### config.mk
export PLATFORM = sky130hd
export DESIGN_NAME = core_top
export DESIGN_NICKNAME = d
export VERILOG_FILES = /design/src/common/core_pkg.sv /design/src/rtl/core_top.sv /design/src/trace/trace_unit.sv /design/src/rtl/mem_stage.sv /design/src/rtl/exec_stage.sv /design/src/rtl/decode_stage.sv /design/src/rtl/fetch_stage.sv /design/src/rtl/pipe_ctrl.sv
export SDC_FILE = /design/constraint.sdc
export NUM_CORES = 2
export LEC_CHECK = 0
export BUFFER_PORTS_ARGS = -buffer_cell sky130_fd_sc_hd__buf_2
export CELL_PAD_IN_SITES_DETAIL_PLACEMENT = 1
export CELL_PAD_IN_SITES_GLOBAL_PLACEMENT = 2
export CORE_UTILIZATION = 50
export CTS_BUF_LIST = sky130_fd_sc_hd__clkbuf_4
export CTS_CLUSTER_SIZE = 10
export DETAILED_ROUTE_END_ITERATION = 8
export PLACE_DENSITY = 0.83
export REMOVE_ABC_BUFFERS = 1
export SLEW_MARGIN = 40
export SYNTH_ARGS = -nofsm -noshare
export SYNTH_HDL_FRONTEND = slang
export SYNTH_SLANG_ARGS = --single-unit
### constraint.sdc
create_clock -name clk -period 8.59 [get_ports clk]
set_input_delay 0.4295 -clock clk [delete_from_list [all_inputs] [get_ports clk]]
set_output_delay 0.4295 -clock clk [all_outputs]
set_load 0.01 [all_outputs]
### src/common/core_pkg.sv
package core_pkg;

  typedef logic [15:0] data_t;
  typedef logic [2:0]  reg_idx_t;
  typedef logic [3:0]  tag_t;     // Issue order, wraps at 16.
  typedef logic [15:0] stamp_t;   // Cycle count.

  typedef enum logic [3:0] {
    OP_NOP  = 4'd0,
    OP_ADD  = 4'd1,
    OP_SUB  = 4'd2,
    OP_AND  = 4'd3,
    OP_OR   = 4'd4,
    OP_ADDI = 4'd5,
    OP_LD   = 4'd6,
    OP_ST   = 4'd7,
    OP_BEQ  = 4'd8
  } opcode_t;

  // Register format.
  typedef struct packed {
    opcode_t    op;
    reg_idx_t   rd;
    reg_idx_t   rs1;
    reg_idx_t   rs2;
    logic [2:0] spare;
  } instr_r_t;

  // Immediate format, also used by LD, ST and BEQ.
  typedef struct packed {
    opcode_t           op;
    reg_idx_t          rd;
    reg_idx_t          rs1;
    logic signed [5:0] imm;
  } instr_i_t;

  typedef union packed {
    instr_r_t r;
    instr_i_t i;
  } instr_t;

  typedef struct packed {
    tag_t   tag;
    instr_t instr;
    stamp_t fetch_stamp;
  } issue_evt_t;

  typedef struct packed {
    tag_t     tag;
    logic     we;
    reg_idx_t rd;
    data_t    data;
  } wb_evt_t;

  typedef struct packed {
    tag_t     tag;
    instr_t   instr;
    stamp_t   fetch_stamp;
    stamp_t   issue_stamp;
    stamp_t   ex_stamp;
    stamp_t   mem_stamp;
    stamp_t   wb_stamp;
    logic     we;
    reg_idx_t rd;
    data_t    data;
  } trace_rec_t;

  // Opcodes that write a destination register.
  function automatic logic writes_rd(opcode_t op);
    case (op)
      OP_ADD, OP_SUB, OP_AND, OP_OR, OP_ADDI, OP_LD: return 1'b1;
      default: return 1'b0;
    endcase
  endfunction

endpackage
### src/rtl/core_top.sv
module core_top #(
  parameter int TRACE_DEPTH = 8,
  parameter int DMEM_WORDS  = 64
) (
  input  logic                 clk,
  input  logic                 rst,
  input  core_pkg::instr_t     imem_data,
  output core_pkg::data_t      imem_addr,
  output core_pkg::trace_rec_t trace,
  output logic                 trace_valid
);

  import core_pkg::*;

  // Control.
  logic       stall;
  logic       flush;
  reg_idx_t   src_a;
  reg_idx_t   src_b;
  logic       use_a;
  logic       use_b;

  // IF/ID.
  instr_t     id_instr;
  data_t      id_pc;
  logic       id_valid;
  logic       fetch_load;

  // ID/EX.
  instr_t     ex_instr;
  data_t      ex_pc;
  data_t      ex_a;
  data_t      ex_b;
  logic       ex_valid;
  tag_t       ex_tag;
  issue_evt_t issue;
  logic       issue_valid;

  // EX/MEM and branch.
  logic       branch_taken;
  data_t      branch_target;
  reg_idx_t   ex_rd;
  logic       ex_we;
  instr_t     mem_instr;
  data_t      mem_alu;
  data_t      mem_store;
  logic       mem_valid;
  tag_t       mem_tag;

  // MEM/WB.
  reg_idx_t   mem_rd;
  logic       mem_we;
  wb_evt_t    wb;
  logic       wb_valid;

  pipe_ctrl i_pipe_ctrl (
    .clk, .rst, .src_a, .src_b, .use_a, .use_b,
    .ex_rd, .mem_rd, .ex_we, .mem_we, .branch_taken,
    .stall, .flush
  );

  fetch_stage i_fetch_stage (
    .clk, .rst, .stall, .flush, .branch_target, .imem_data,
    .imem_addr, .id_instr, .id_pc, .id_valid, .fetch_load
  );

  decode_stage i_decode_stage (
    .clk, .rst, .stall, .flush, .id_instr, .id_pc, .id_valid, .wb, .wb_valid,
    .src_a, .src_b, .use_a, .use_b, .ex_instr, .ex_pc, .ex_a, .ex_b,
    .ex_valid, .ex_tag, .issue, .issue_valid
  );

  exec_stage i_exec_stage (
    .clk, .rst, .ex_instr, .ex_pc, .ex_a, .ex_b, .ex_valid, .ex_tag,
    .branch_taken, .branch_target, .ex_rd, .ex_we,
    .mem_instr, .mem_alu, .mem_store, .mem_valid, .mem_tag
  );

  mem_stage #(
    .DMEM_WORDS(DMEM_WORDS)
  ) i_mem_stage (
    .clk, .rst, .mem_instr, .mem_alu, .mem_store, .mem_valid, .mem_tag,
    .mem_rd, .mem_we, .wb, .wb_valid
  );

  trace_unit #(
    .TRACE_DEPTH(TRACE_DEPTH)
  ) i_trace_unit (
    .clk, .rst, .fetch_load, .issue, .issue_valid,
    .ex_valid, .ex_tag, .mem_valid, .mem_tag, .wb, .wb_valid, .flush,
    .trace, .trace_valid
  );

endmodule

### src/trace/trace_unit.sv
module trace_unit #(
  parameter int TRACE_DEPTH = 8
) (
  input  logic                 clk,
  input  logic                 rst,
  input  logic                 fetch_load,
  input  core_pkg::issue_evt_t issue,
  input  logic                 issue_valid,
  input  logic                 ex_valid,
  input  core_pkg::tag_t       ex_tag,
  input  logic                 mem_valid,
  input  core_pkg::tag_t       mem_tag,
  input  core_pkg::wb_evt_t    wb,
  input  logic                 wb_valid,
  input  logic                 flush,
  output core_pkg::trace_rec_t trace,
  output logic                 trace_valid
);

  import core_pkg::*;

  localparam int IW = $clog2(TRACE_DEPTH);

  stamp_t cycle_cnt;
  stamp_t fetch_pend;  // Fetch cycle of the word in IF/ID.
  logic [TRACE_DEPTH-1:0] busy;

  // Trace table, one entry per instruction in flight.
  instr_t tab_instr [TRACE_DEPTH];
  stamp_t tab_fetch [TRACE_DEPTH];
  stamp_t tab_issue [TRACE_DEPTH];
  stamp_t tab_ex    [TRACE_DEPTH];
  stamp_t tab_mem   [TRACE_DEPTH];

  logic [IW-1:0] issue_idx;
  logic [IW-1:0] ex_idx;
  logic [IW-1:0] mem_idx;
  logic [IW-1:0] wb_idx;

  assign issue_idx = issue.tag[IW-1:0];
  assign ex_idx    = ex_tag[IW-1:0];
  assign mem_idx   = mem_tag[IW-1:0];
  assign wb_idx    = wb.tag[IW-1:0];

  always_ff @(posedge clk) begin
    if (rst) begin
      cycle_cnt   <= '0;
      fetch_pend  <= '0;
      busy        <= '0;
      trace_valid <= 1'b0;
    end else begin
      cycle_cnt   <= cycle_cnt + 16'd1;
      trace_valid <= wb_valid;
      // A held word keeps the cycle of its first fetch.
      if (flush) begin
        fetch_pend <= '0;
      end else if (fetch_load) begin
        fetch_pend <= cycle_cnt;
      end
      if (wb_valid) begin
        busy[wb_idx] <= 1'b0;
      end
      if (issue_valid) begin
        busy[issue_idx] <= 1'b1;
      end
    end
  end

  // Table fill.
  always_ff @(posedge clk) begin
    if (issue_valid) begin
      tab_instr[issue_idx] <= issue.instr;
      tab_fetch[issue_idx] <= fetch_pend;
      tab_issue[issue_idx] <= cycle_cnt;
    end
    if (ex_valid && busy[ex_idx]) begin
      tab_ex[ex_idx] <= cycle_cnt;
    end
    if (mem_valid && busy[mem_idx]) begin
      tab_mem[mem_idx] <= cycle_cnt;
    end
  end

  // Record out at write-back.
  always_ff @(posedge clk) begin
    if (wb_valid) begin
      trace.tag         <= wb.tag;
      trace.instr       <= tab_instr[wb_idx];
      trace.fetch_stamp <= tab_fetch[wb_idx];
      trace.issue_stamp <= tab_issue[wb_idx];
      trace.ex_stamp    <= tab_ex[wb_idx];
      trace.mem_stamp   <= tab_mem[wb_idx];
      trace.wb_stamp    <= cycle_cnt;
      trace.we          <= wb.we;
      trace.rd          <= wb.rd;
      trace.data        <= wb.data;
    end
  end

endmodule

### src/rtl/mem_stage.sv
module mem_stage #(
  parameter int DMEM_WORDS = 64
) (
  input  logic               clk,
  input  logic               rst,
  input  core_pkg::instr_t   mem_instr,
  input  core_pkg::data_t    mem_alu,
  input  core_pkg::data_t    mem_store,
  input  logic               mem_valid,
  input  core_pkg::tag_t     mem_tag,
  output core_pkg::reg_idx_t mem_rd,
  output logic               mem_we,
  output core_pkg::wb_evt_t  wb,
  output logic               wb_valid
);

  import core_pkg::*;

  localparam int AW = (DMEM_WORDS > 1) ? $clog2(DMEM_WORDS) : 1;

  opcode_t       op;
  logic [AW-1:0] addr;
  data_t         dmem [DMEM_WORDS];
  data_t         ld_data;

  assign op     = mem_instr.r.op;
  assign addr   = AW'(mem_alu % DMEM_WORDS);  // Word address.
  assign mem_rd = mem_instr.r.rd;
  assign mem_we = mem_valid && writes_rd(op);

  assign ld_data = dmem[addr];

  always_ff @(posedge clk) begin
    if (mem_valid && (op == OP_ST)) begin
      dmem[addr] <= mem_store;
    end
  end

  always_ff @(posedge clk) begin
    if (rst) begin
      wb_valid <= 1'b0;
    end else begin
      wb_valid <= mem_valid;
    end
  end

  // MEM/WB payload.
  always_ff @(posedge clk) begin
    wb.tag  <= mem_tag;
    wb.we   <= writes_rd(op);
    wb.rd   <= mem_rd;
    wb.data <= (op == OP_LD) ? ld_data : mem_alu;
  end

endmodule

### src/rtl/exec_stage.sv
module exec_stage (
  input  logic               clk,
  input  logic               rst,
  input  core_pkg::instr_t   ex_instr,
  input  core_pkg::data_t    ex_pc,
  input  core_pkg::data_t    ex_a,
  input  core_pkg::data_t    ex_b,
  input  logic               ex_valid,
  input  core_pkg::tag_t     ex_tag,
  output logic               branch_taken,
  output core_pkg::data_t    branch_target,
  output core_pkg::reg_idx_t ex_rd,
  output logic               ex_we,
  output core_pkg::instr_t   mem_instr,
  output core_pkg::data_t    mem_alu,
  output core_pkg::data_t    mem_store,
  output logic               mem_valid,
  output core_pkg::tag_t     mem_tag
);

  import core_pkg::*;

  opcode_t op;
  data_t   imm_ext;
  data_t   alu_res;

  assign op      = ex_instr.r.op;
  assign imm_ext = {{10{ex_instr.i.imm[5]}}, ex_instr.i.imm};

  always_comb begin
    case (op)
      OP_ADD:  alu_res = ex_a + ex_b;
      OP_SUB:  alu_res = ex_a - ex_b;
      OP_AND:  alu_res = ex_a & ex_b;
      OP_OR:   alu_res = ex_a | ex_b;
      default: alu_res = ex_a + imm_ext;  // ADDI, and the LD/ST address.
    endcase
  end

  assign branch_taken  = ex_valid && (op == OP_BEQ) && (ex_a == ex_b);
  assign branch_target = ex_pc + 16'd1 + imm_ext;

  assign ex_rd = ex_instr.r.rd;
  assign ex_we = ex_valid && writes_rd(op);

  always_ff @(posedge clk) begin
    if (rst) begin
      mem_valid <= 1'b0;
    end else begin
      mem_valid <= ex_valid;
    end
  end

  // EX/MEM payload.
  always_ff @(posedge clk) begin
    mem_instr <= ex_instr;
    mem_alu   <= alu_res;
    mem_store <= ex_b;     // Store data comes from rd.
    mem_tag   <= ex_tag;
  end

endmodule

### src/rtl/decode_stage.sv
module decode_stage (
  input  logic                 clk,
  input  logic                 rst,
  input  logic                 stall,
  input  logic                 flush,
  input  core_pkg::instr_t     id_instr,
  input  core_pkg::data_t      id_pc,
  input  logic                 id_valid,
  input  core_pkg::wb_evt_t    wb,
  input  logic                 wb_valid,
  output core_pkg::reg_idx_t   src_a,
  output core_pkg::reg_idx_t   src_b,
  output logic                 use_a,
  output logic                 use_b,
  output core_pkg::instr_t     ex_instr,
  output core_pkg::data_t      ex_pc,
  output core_pkg::data_t      ex_a,
  output core_pkg::data_t      ex_b,
  output logic                 ex_valid,
  output core_pkg::tag_t       ex_tag,
  output core_pkg::issue_evt_t issue,
  output logic                 issue_valid
);

  import core_pkg::*;

  opcode_t op;
  logic    is_r;
  logic    rd_as_src;  // ST and BEQ compare or store rd.
  data_t   regs [8];
  data_t   rd_a;
  data_t   rd_b;
  tag_t    tag_q;

  assign op        = id_instr.r.op;
  assign is_r      = (op == OP_ADD) || (op == OP_SUB) || (op == OP_AND) || (op == OP_OR);
  assign rd_as_src = (op == OP_ST) || (op == OP_BEQ);

  assign src_a = id_instr.r.rs1;
  assign src_b = is_r ? id_instr.r.rs2 : id_instr.i.rd;
  assign use_a = id_valid && (is_r || rd_as_src || (op == OP_ADDI) || (op == OP_LD));
  assign use_b = id_valid && (is_r || rd_as_src);

  // Register file with write-through to the read ports.
  always_ff @(posedge clk) begin
    if (rst) begin
      for (int r = 0; r < 8; r++) begin
        regs[r] <= '0;
      end
    end else if (wb_valid && wb.we) begin
      regs[wb.rd] <= wb.data;
    end
  end

  assign rd_a = (wb_valid && wb.we && (wb.rd == src_a)) ? wb.data : regs[src_a];
  assign rd_b = (wb_valid && wb.we && (wb.rd == src_b)) ? wb.data : regs[src_b];

  assign issue_valid = id_valid && !stall && !flush;
  assign issue.tag         = tag_q;
  assign issue.instr       = id_instr;
  assign issue.fetch_stamp = '0;  // The trace unit holds the fetch stamp.

  // A bubble enters ID/EX on stall or flush.
  always_ff @(posedge clk) begin
    if (rst) begin
      tag_q    <= '0;
      ex_valid <= 1'b0;
    end else begin
      ex_valid <= issue_valid;
      if (issue_valid) begin
        tag_q <= tag_q + 4'd1;
      end
    end
  end

  // ID/EX payload.
  always_ff @(posedge clk) begin
    if (issue_valid) begin
      ex_instr <= id_instr;
      ex_pc    <= id_pc;
      ex_a     <= rd_a;
      ex_b     <= rd_b;
      ex_tag   <= tag_q;
    end
  end

endmodule

### src/rtl/fetch_stage.sv
module fetch_stage (
  input  logic             clk,
  input  logic             rst,
  input  logic             stall,
  input  logic             flush,
  input  core_pkg::data_t  branch_target,
  input  core_pkg::instr_t imem_data,
  output core_pkg::data_t  imem_addr,
  output core_pkg::instr_t id_instr,
  output core_pkg::data_t  id_pc,
  output logic             id_valid,
  output logic             fetch_load
);

  import core_pkg::*;

  data_t pc;

  assign imem_addr  = pc;
  assign fetch_load = !stall && !flush;  // IF/ID takes a new word.

  // PC and IF/ID valid.
  always_ff @(posedge clk) begin
    if (rst) begin
      pc       <= '0;
      id_valid <= 1'b0;
    end else if (flush) begin
      pc       <= branch_target;
      id_valid <= 1'b0;  // Squash the slot in IF.
    end else if (!stall) begin
      pc       <= pc + 16'd1;
      id_valid <= 1'b1;
    end
  end

  // IF/ID payload.
  always_ff @(posedge clk) begin
    if (fetch_load) begin
      id_instr <= imem_data;
      id_pc    <= pc;
    end
  end

endmodule

### src/rtl/pipe_ctrl.sv
module pipe_ctrl (
  input  logic              clk,
  input  logic              rst,
  input  core_pkg::reg_idx_t src_a,
  input  core_pkg::reg_idx_t src_b,
  input  logic              use_a,
  input  logic              use_b,
  input  core_pkg::reg_idx_t ex_rd,
  input  core_pkg::reg_idx_t mem_rd,
  input  logic              ex_we,
  input  logic              mem_we,
  input  logic              branch_taken,
  output logic              stall,
  output logic              flush
);

  logic hazard_a;
  logic hazard_b;
  logic flush_q;  // High in the cycle after a flush.

  // Write-back is not checked, the register file writes through.
  assign hazard_a = use_a &&
                    ((ex_we && (ex_rd == src_a)) || (mem_we && (mem_rd == src_a)));
  assign hazard_b = use_b &&
                    ((ex_we && (ex_rd == src_b)) || (mem_we && (mem_rd == src_b)));

  // The squashed slot cannot branch, but keep a second flush out anyway.
  assign flush = branch_taken && !flush_q;

  // Flush wins over stall.
  assign stall = (hazard_a || hazard_b) && !flush;

  always_ff @(posedge clk) begin
    if (rst) begin
      flush_q <= 1'b0;
    end else begin
      flush_q <= flush;
    end
  end

endmodule

* Word level (Yosys, flattened, before mapping)
Memories as Yosys holds them, arrays and structs flattened. A register that Yosys moved wholly into a read port is not among the register bits.
Index checks and enable logic that the tools add are counted.
** Storage, ports and cells
- Bits in registers :: 282
- Latch bits :: 0
- RAM bits :: 1792
- Memory bits (read-only) :: 0
- Input port bits :: 18
- Word-level logic and storage cells :: 166
- Memories kept :: 7
** Memories
- i_mem_stage.dmem :: words 64, width 16, rd ports 1, clocked after Yosys merged registers in 1, write ports 1, line mem_stage.sv:23 : data_t dmem [DMEM_WORDS];
- i_decode_stage.regs :: words 8, width 16, rd ports 2, clocked after Yosys merged registers in 1, write ports 8, line decode_stage.sv:30 : data_t regs [8];
- i_trace_unit.tab_ex :: words 8, width 16, rd ports 1, clocked after Yosys merged registers in 1, write ports 1, line trace_unit.sv:32 : stamp_t tab_ex [TRACE_DEPTH];
- i_trace_unit.tab_fetch :: words 8, width 16, rd ports 1, clocked after Yosys merged registers in 1, write ports 1, line trace_unit.sv:30 : stamp_t tab_fetch [TRACE_DEPTH];
- i_trace_unit.tab_instr :: words 8, width 16, rd ports 1, clocked after Yosys merged registers in 1, write ports 1, line trace_unit.sv:29 : instr_t tab_instr [TRACE_DEPTH];
- i_trace_unit.tab_issue :: words 8, width 16, rd ports 1, clocked after Yosys merged registers in 1, write ports 1, line trace_unit.sv:31 : stamp_t tab_issue [TRACE_DEPTH];
- +1 memories
** Operators by class
- Add/sub/neg operators :: 8
- Multiply operators :: 0
- Div/mod/pow operators :: 0
- Order comparisons :: 6
- Equal/unequal tests :: 30
- Shift operators :: 0
- Mux-type cells :: 37
- Bitwise gates (word level) :: 5
- Reductions and logical operators :: 42
** Operator list (number)
- $mux W16 :: 6
- $pmux W16 S4 :: 1
- $add A16 B1 Y16 const B :: 3
- $add A16 B16 Y16 :: 3
- $eq A4 B3 Y1 const B :: 11
- $logic_and A1 B1 Y1 :: 25
- $eq A4 B2 Y1 const B :: 6
- $mux W8 :: 3
- $mux W1 :: 20
- $eq A3 B3 Y1 :: 6
- $and A16 B16 Y16 :: 1
- $eq A16 B16 Y1 :: 1
- $lt A3 B4 Y1 const B :: 4
- $or A16 B16 Y16 :: 1
- $reduce_or A16 Y1 :: 1
- $sub A16 B16 Y16 :: 1
- $eq A4 B1 Y1 const B :: 3
- $reduce_or A6 Y1 :: 2
- $logic_or A1 B1 Y1 :: 10
- $mux W3 :: 3
- $and A8 B8 Y8 :: 1
- $eq A4 B4 Y1 const B :: 2
- $not A8 Y8 :: 1
- $or A8 B8 Y8 :: 1
- 7 further kinds :: 12

* Logic depth before layout (Yosys ltp)
- Word-level depth :: 16
- Gate-level depth with buffers :: 15
- Gate-level depth less buffers :: 14

* By module
A second synthesis with hierarchy kept.
** Unflattened totals
- Cells, all modules :: 5056
- Area, all modules :: 87004.7 um^2
** Modules (own cells, without submodules)
- mem_stage :: times used 1, cells each 2242, area each 40476.3 um^2, seq. area each 31250.0 um^2
- trace_unit :: times used 1, cells each 1272, area each 29527.1 um^2, seq. area each 23642.7 um^2
- decode_stage :: times used 1, cells each 834, area each 10431.3 um^2, seq. area each 5985.7 um^2
- exec_stage :: times used 1, cells each 537, area each 4431.8 um^2, seq. area each 1061.0 um^2
- fetch_stage :: times used 1, cells each 147, area each 1953.1 um^2, seq. area each 1301.2 um^2
- pipe_ctrl :: times used 1, cells each 24, area each 185.2 um^2, seq. area each 20.0 um^2

* Least setup slack after synthesis
No wires, ideal clock.
- Kind :: reg2reg
- From :: register i_fetch_stage.id_instr[13] (netlist name)
- To :: memory i_trace_unit.tab_fetch[0][0] (netlist name) (enable)
- Arrival :: 6478 ps
- Path slack :: 1540 ps
- Cell stages (with the launch flop) :: 9
- Path buffers :: 1
- Cells stage by stage :: edfxtp_1 o21a_1 o311a_1 a2bb2oi_1 o211ai_2 nand2_1 a21o_1 buf_2 nor4_1
** On the way
- Cells in the longest elaborated chain, start to end :: 16
- Elaborated cells between the ends (all ways) :: 32
- Classes of those cells :: 10 x eq/ne; 3 x mux; 19 x reduce/logical
** Ends and longest elaborated chain
- start, declared :: line fetch_stage.sv:9 : output core_pkg::instr_t id_instr,
- start signal, assigned :: line fetch_stage.sv:39 : id_instr <= imem_data;
- $eq A4 B1 Y1 / $eq A4 B2 Y1 (equally long branches) :: line decode_stage.sv:36 : assign is_r = (op == OP_ADD) || (op == OP_SUB) || (op == OP_AND) || (op == OP_OR);
- $logic_or A1 B1 Y1 (3 in series) :: line decode_stage.sv:36
- $mux W3 / $logic_or A1 B1 Y1 (equally long branches) :: line decode_stage.sv:40, decode_stage.sv:41, decode_stage.sv:42
- $eq A3 B3 Y1 / $logic_or A1 B1 Y1 (equally long branches) :: line pipe_ctrl.sv:25, decode_stage.sv:41
- $logic_and A1 B1 Y1 / $logic_or A1 B1 Y1 (equally long branches) :: line pipe_ctrl.sv:25, decode_stage.sv:41
- $logic_or A1 B1 Y1 / $logic_and A1 B1 Y1 (equally long branches) :: line pipe_ctrl.sv:25, decode_stage.sv:41
- $logic_and A1 B1 Y1, on equally long branches :: line pipe_ctrl.sv:24, pipe_ctrl.sv:22
- $logic_or A1 B1 Y1 * :: line pipe_ctrl.sv:31 : assign stall = (hazard_a || hazard_b) && !flush;
- $logic_and A1 B1 Y1 * :: line pipe_ctrl.sv:31
- $logic_not A1 Y1 * :: line decode_stage.sv:58 : assign issue_valid = id_valid && !stall && !flush;
- $logic_and A1 B1 Y1 * (2 in series) :: line decode_stage.sv:58
- $mux W1 * :: line trace_unit.sv:71 : if (issue_valid) begin
- $mux W1 (implied by the code) * :: line trace_unit.sv:73 : tab_fetch[issue_idx] <= fetch_pend;
- end, declared :: line trace_unit.sv:30
Mark *: on every way between the ends. The rest lies on a longest branch, timed or not.

* Worst setup path in the final report
- From :: register i_decode_stage.ex_instr[12] (netlist name)
- To :: register i_exec_stage.mem_alu[15]
** On the way
- Cells in the longest elaborated chain, start to end :: 2
- Elaborated cells between the ends (all ways) :: 5
- Classes of those cells :: 4 x eq/ne; 1 x mux
** Ends and longest elaborated chain
- start, declared :: line decode_stage.sv:15 : output core_pkg::instr_t ex_instr,
- start signal, assigned :: line decode_stage.sv:79 : ex_instr <= id_instr;
- $eq A4 B3 Y1 (tied with other cells) :: line exec_stage.sv:31 : case (op)
- $pmux W16 S4 * :: line exec_stage.sv:31
- net i_exec_stage.alu_res[15] :: line exec_stage.sv:25 : data_t alu_res;
- end signal, assigned :: line exec_stage.sv:57 : mem_alu <= alu_res;
- end, declared :: line exec_stage.sv:15 : output core_pkg::data_t mem_alu,
Mark *: on every way through the listed nets, which the timed path passes. The rest lies on a longest branch.
A chain may end at the register's enable or synchronous reset.

==> metrics.md <==
| Metric | Value |
|---|---|
| Status | finished, final reports clean |
| Vias | roughly 50000 |
| Leak | approximately 32 nW |
| Site row count | between 100 and 150 |
| Clock-pin slew of the registers on the worst-case setup and hold paths | roughly 0.08 ns |
| H-tree Lvls | 6 |
| Hold_buf cts | 33 |
| Sequential power share | 0.515 |
| DRC Markers | 0 |
| Synth Flop Type | edfxtp_1 |
| Max IR drop VDD | slightly below 0.2 mV |
| Final period utilization | 0.572 |
| Max Root-Sink Buffers | 4 |
| Hpwl dp | between 100000 and 150000 um |
| Layout fillers | about 15000 |
| Hold Path Depth | 3 |
| Final std cells w/o fill | between 8000 and 9000 |
| Cell chain of the critical path | inv_1 -> nor4_4 -> buf_4 -> nand2b_1 -> nand2_1 -> ha_1 -> a2111oi_0 -> o21ai_0 -> a221oi_2 -> o31ai_1 -> a21oi_1 -> xnor2_1 -> a2111o_1 |
| Synthesized area | roughly 83000 um2 |
| Worst EP required | approximately 10 ns |
| Largest net degree at the start of global routing | around 120 |
| Synth Area in Adders | 0.0128 |
| Final Hold Vio Count | 0 |
| Vias in the first global route | between 50000 and 60000 |
| FF+latch count, synth | 2145 |
| Pre-CTS WS | about 3.8 ns |
| Post-synthesis cell type count | 83 |
| Largest family of logic cells by synthesized area | compound AO/OA/AOI/OAI gates |
| Post-Route WL | about 240000 um |
| Worst Reg-to-Reg Cells | 13 |
| Share of layout cells above drive strength 1 | 0.244 |
| DRT iter0 DRCs | around 4800 |
| PD cells | roughly 250 nW/um2 |
| Cell count after placement | slightly above 7000 |
| Startpoint types | register |
| Internal | ~17 mW |
| Clk Latency, worst-skew pair | between 1 and 1.5 ns |
| Final Skew | 0.0927 ns |
| CP peak stage delay | 0.84 ns |
| Mean Syn Cell Area | approximately 17 um2 |
| Fin worst setup slack | ~3.7 ns |
| Die ar. | roughly 170000 um2 |
| Worst-path fanout max | 20 |
| Setup-failing EPs final | 0 |
| Sw Share | 0.273 |
| Fin. max-slew vios | 0 |
| Overall die width | between 400 and 500 um |
| Gate Count Post-Synth | between 4000 and 5000 |
| CTS tree | done |
| Routed vias/inst | about 6 |
| TritonRoute pass-1 iters | 5 |
| Number of CTS-inserted buffers | approximately 560 |
| CTS Sinks | around 2100 |
| Final min period | about 4.9 ns |
| Worst setup EP type | register |
| Multiplexer area fraction after synthesis | 0.0586 |
| First-pass GRT wire length | 345000 um |
| Root buffer cell | clkbuf_4 |
| Post-synthesis sequential area ratio | 0.760 |
| Yosys Warn Count | 0 |
| RD Place Congestion | about 0.84 |
| RSZ-0062 raised after global routing | false |
| CP arrival | a little over 6 ns |
| Clock network fraction of total power | 0.363 |
| FF/Latch Area | roughly 63000 um2 |
| Util after Layout | 0.571 |
| Core Area | approximately 160000 um2 |
| Gate power share | 0.122 |
| Top-level port count | roughly 160 |
| Slew at the pin closest to its max-slew limit | 1.08 ns |
| Fin nets | between 5000 and 6000 |
| Synth Area in Simple Gates | 0.0630 |
| Compound-gate portion of the synthesized area | 0.0807 |
| Congestion Overflow GR | 0 |
| Initial Util | 0.503 |
| MaxCap Viol Count | 0 |
| Setup bufs post-CTS | 0 |
| Post-synth ARST share | 0 |
| Worst hold path class | primary input to register |
| Xor-xnor portion of the synthesized cell area | 0.00887 |
| Initial antenna violation count | 7 |
| Area of the multi-input gates | 18800 um2 |
| P&R area growth vs syn | 13.5% |
| Setup slack, reg-to-reg | around 3.7 ns |
| Antenna-violating nets left | 0 |
| Slowest CP cell | edfxtp_1 |
| Worst relative slew slack | 0.279 |
| PortBufs | about 150 |
| Tot GR Track Use | 0.280 |
| Sw Pwr | approximately 6.4 mW |
| Total power draw | between 20 and 25 mW |
| Wire per inst | between 20 and 30 um |
| Post-synth EDFFs | 2009 |
| Die H | a little over 400 um |
| Peak Freq | 203 MHz |
| # resized after CTS | 0 |
| Crit Path Category | register to register |
sequential cells by signal, summed over array words and instances (netlist names), 120 cells and up, named ones only:
register	cells
i_mem_stage.dmem	1024
i_trace_unit.tab_issue	128
i_trace_unit.tab_instr	128
i_trace_unit.tab_fetch	128
i_trace_unit.tab_ex	128
i_trace_unit.trace	120
i_trace_unit.tab_mem	128
i_decode_stage.regs	128
through the flow:
| step | instance area [um2] | hold WS [ns] | TNS [ns] |
|---|---|---|---|
| finish | 94200 | 0.346 | 0 |
| global route | 94100 | 0.282 | 0 |
| CTS | 94100 | 0.219 | 0 |
| detailed placement | 87200 | 0.347 | 0 |
| global placement | 87000 | 0.337 | 0 |
| floorplan | 81900 | 0.310 | -752.66 |
power by group through the flow:
stage	Sequential [mW]	Clock [mW]	Combinational, mW
after floorplan	12.3	0	1.50
after global placement	12.2	0	2.70
after detailed placement	12.3	0	2.78
after CTS	12.0	8.64	2.82
after global routing	12.1	9.13	2.99
final	12.0	8.48	2.85
cell families (layout without fill, tap and decap cells):
kind of cell	Yosys count	in the layout
other	0	10
AOI/OAI and AO/OA	915	915
DFF	2145	2145
and+or+nand+nor	1101	1101
adders and majority gates	83	83
xor gates and xnor gates	84	84
buffers and inverters	341	1351
muxes	244	244
worst max-delay path: cells and delay by family, from the launching register on:
family                   cells  cell delay, ns
AO/OA/AOI/OAI                6            1.94
XOR/XNOR                     1            0.08
adder cells (fa/ha/maj)      1            0.22
buffers and inverters        2            0.71
flip-flops                   1            0.84
AND/OR/NAND/NOR              3            0.98
area by class of cell:
cell class,instances,share of cell area
sequential,2145,0.670
multi-input combinational,2427,0.200
tap,2189,0.0291
inverter,66,0.00264
clock inverter,136,0.00757
clock buffer,780,0.0622
timing repair buffer,369,0.0284
antenna,10,0.000266
layer usage:
metal | GRT usage | wire length [um] | vias up
met3 | 0.0550 | 17300 | 459
met5 | 0 | 13 | -
met1 | 0.358 | 92300 | 25800
met2 | 0.469 | 118000 | 2332
met4 | 0.113 | 7940 | 2
li1 | - | - | 21200
final timing paths:
check                                            startpoint                   endpoint
worst max-delay path            i_decode_stage.ex_instr[12]   i_exec_stage.mem_alu[15]
worst min-delay path                           imem_data[4]  i_fetch_stage.id_instr[4]
worst max register to register  i_decode_stage.ex_instr[12]   i_exec_stage.mem_alu[15]
worst min register to register     i_decode_stage.ex_tag[3]    i_exec_stage.mem_tag[3]
cells in the final DEF (no fill, tap or decap), types with 13 or more instances in the layout:
master,netlist,final
dfxtp_1,136,107
xnor2_1,51,51
nand3_1,63,63
mux4_2,192,192
a22o_1,61,61
buf_2,35,154
xor2_1,33,33
ha_1,80,80
clkinv_2,0,13
nand2_1,474,472
a21oi_1,83,83
a22oi_1,393,393
inv_1,65,63
a31oi_1,54,54
clkinv_1,0,104
dfxtp_2,0,25
nor3_2,1,13
mux2i_1,40,39
inv_2,1,14
edfxtp_1,2009,2009
and3_1,26,25
o21ai_0,81,73
nor2_1,198,189
and2_1,132,131
dlygate4sd3_1,0,33
a221oi_1,65,65
a41oi_1,33,33
nand4_1,69,69
clkbuf_4,0,780
nand2b_1,22,22
o211ai_1,19,19
nor3_1,26,14
a311oi_1,21,21
buf_4,0,158
synth_stat cells, drive strengths merged (54+ instances only):
master,n,area share
mux4,192,0.052
o21ai,82,0.0049
nor2,199,0.0090
a21oi,83,0.0050
ha,80,0.012
a221oi,66,0.0070
clkbuf,153,0.0069
inv,66,0.0030
edfxtp,2009,0.73
buf,122,0.0063
nand4,69,0.0052
a31oi,54,0.0041
and2,133,0.010
nand2,474,0.021
nand3,63,0.0038
a22o,61,0.0064
dfxtp,136,0.033
a22oi,393,0.036
Note: power is estimated with default switching activity, not from simulation.
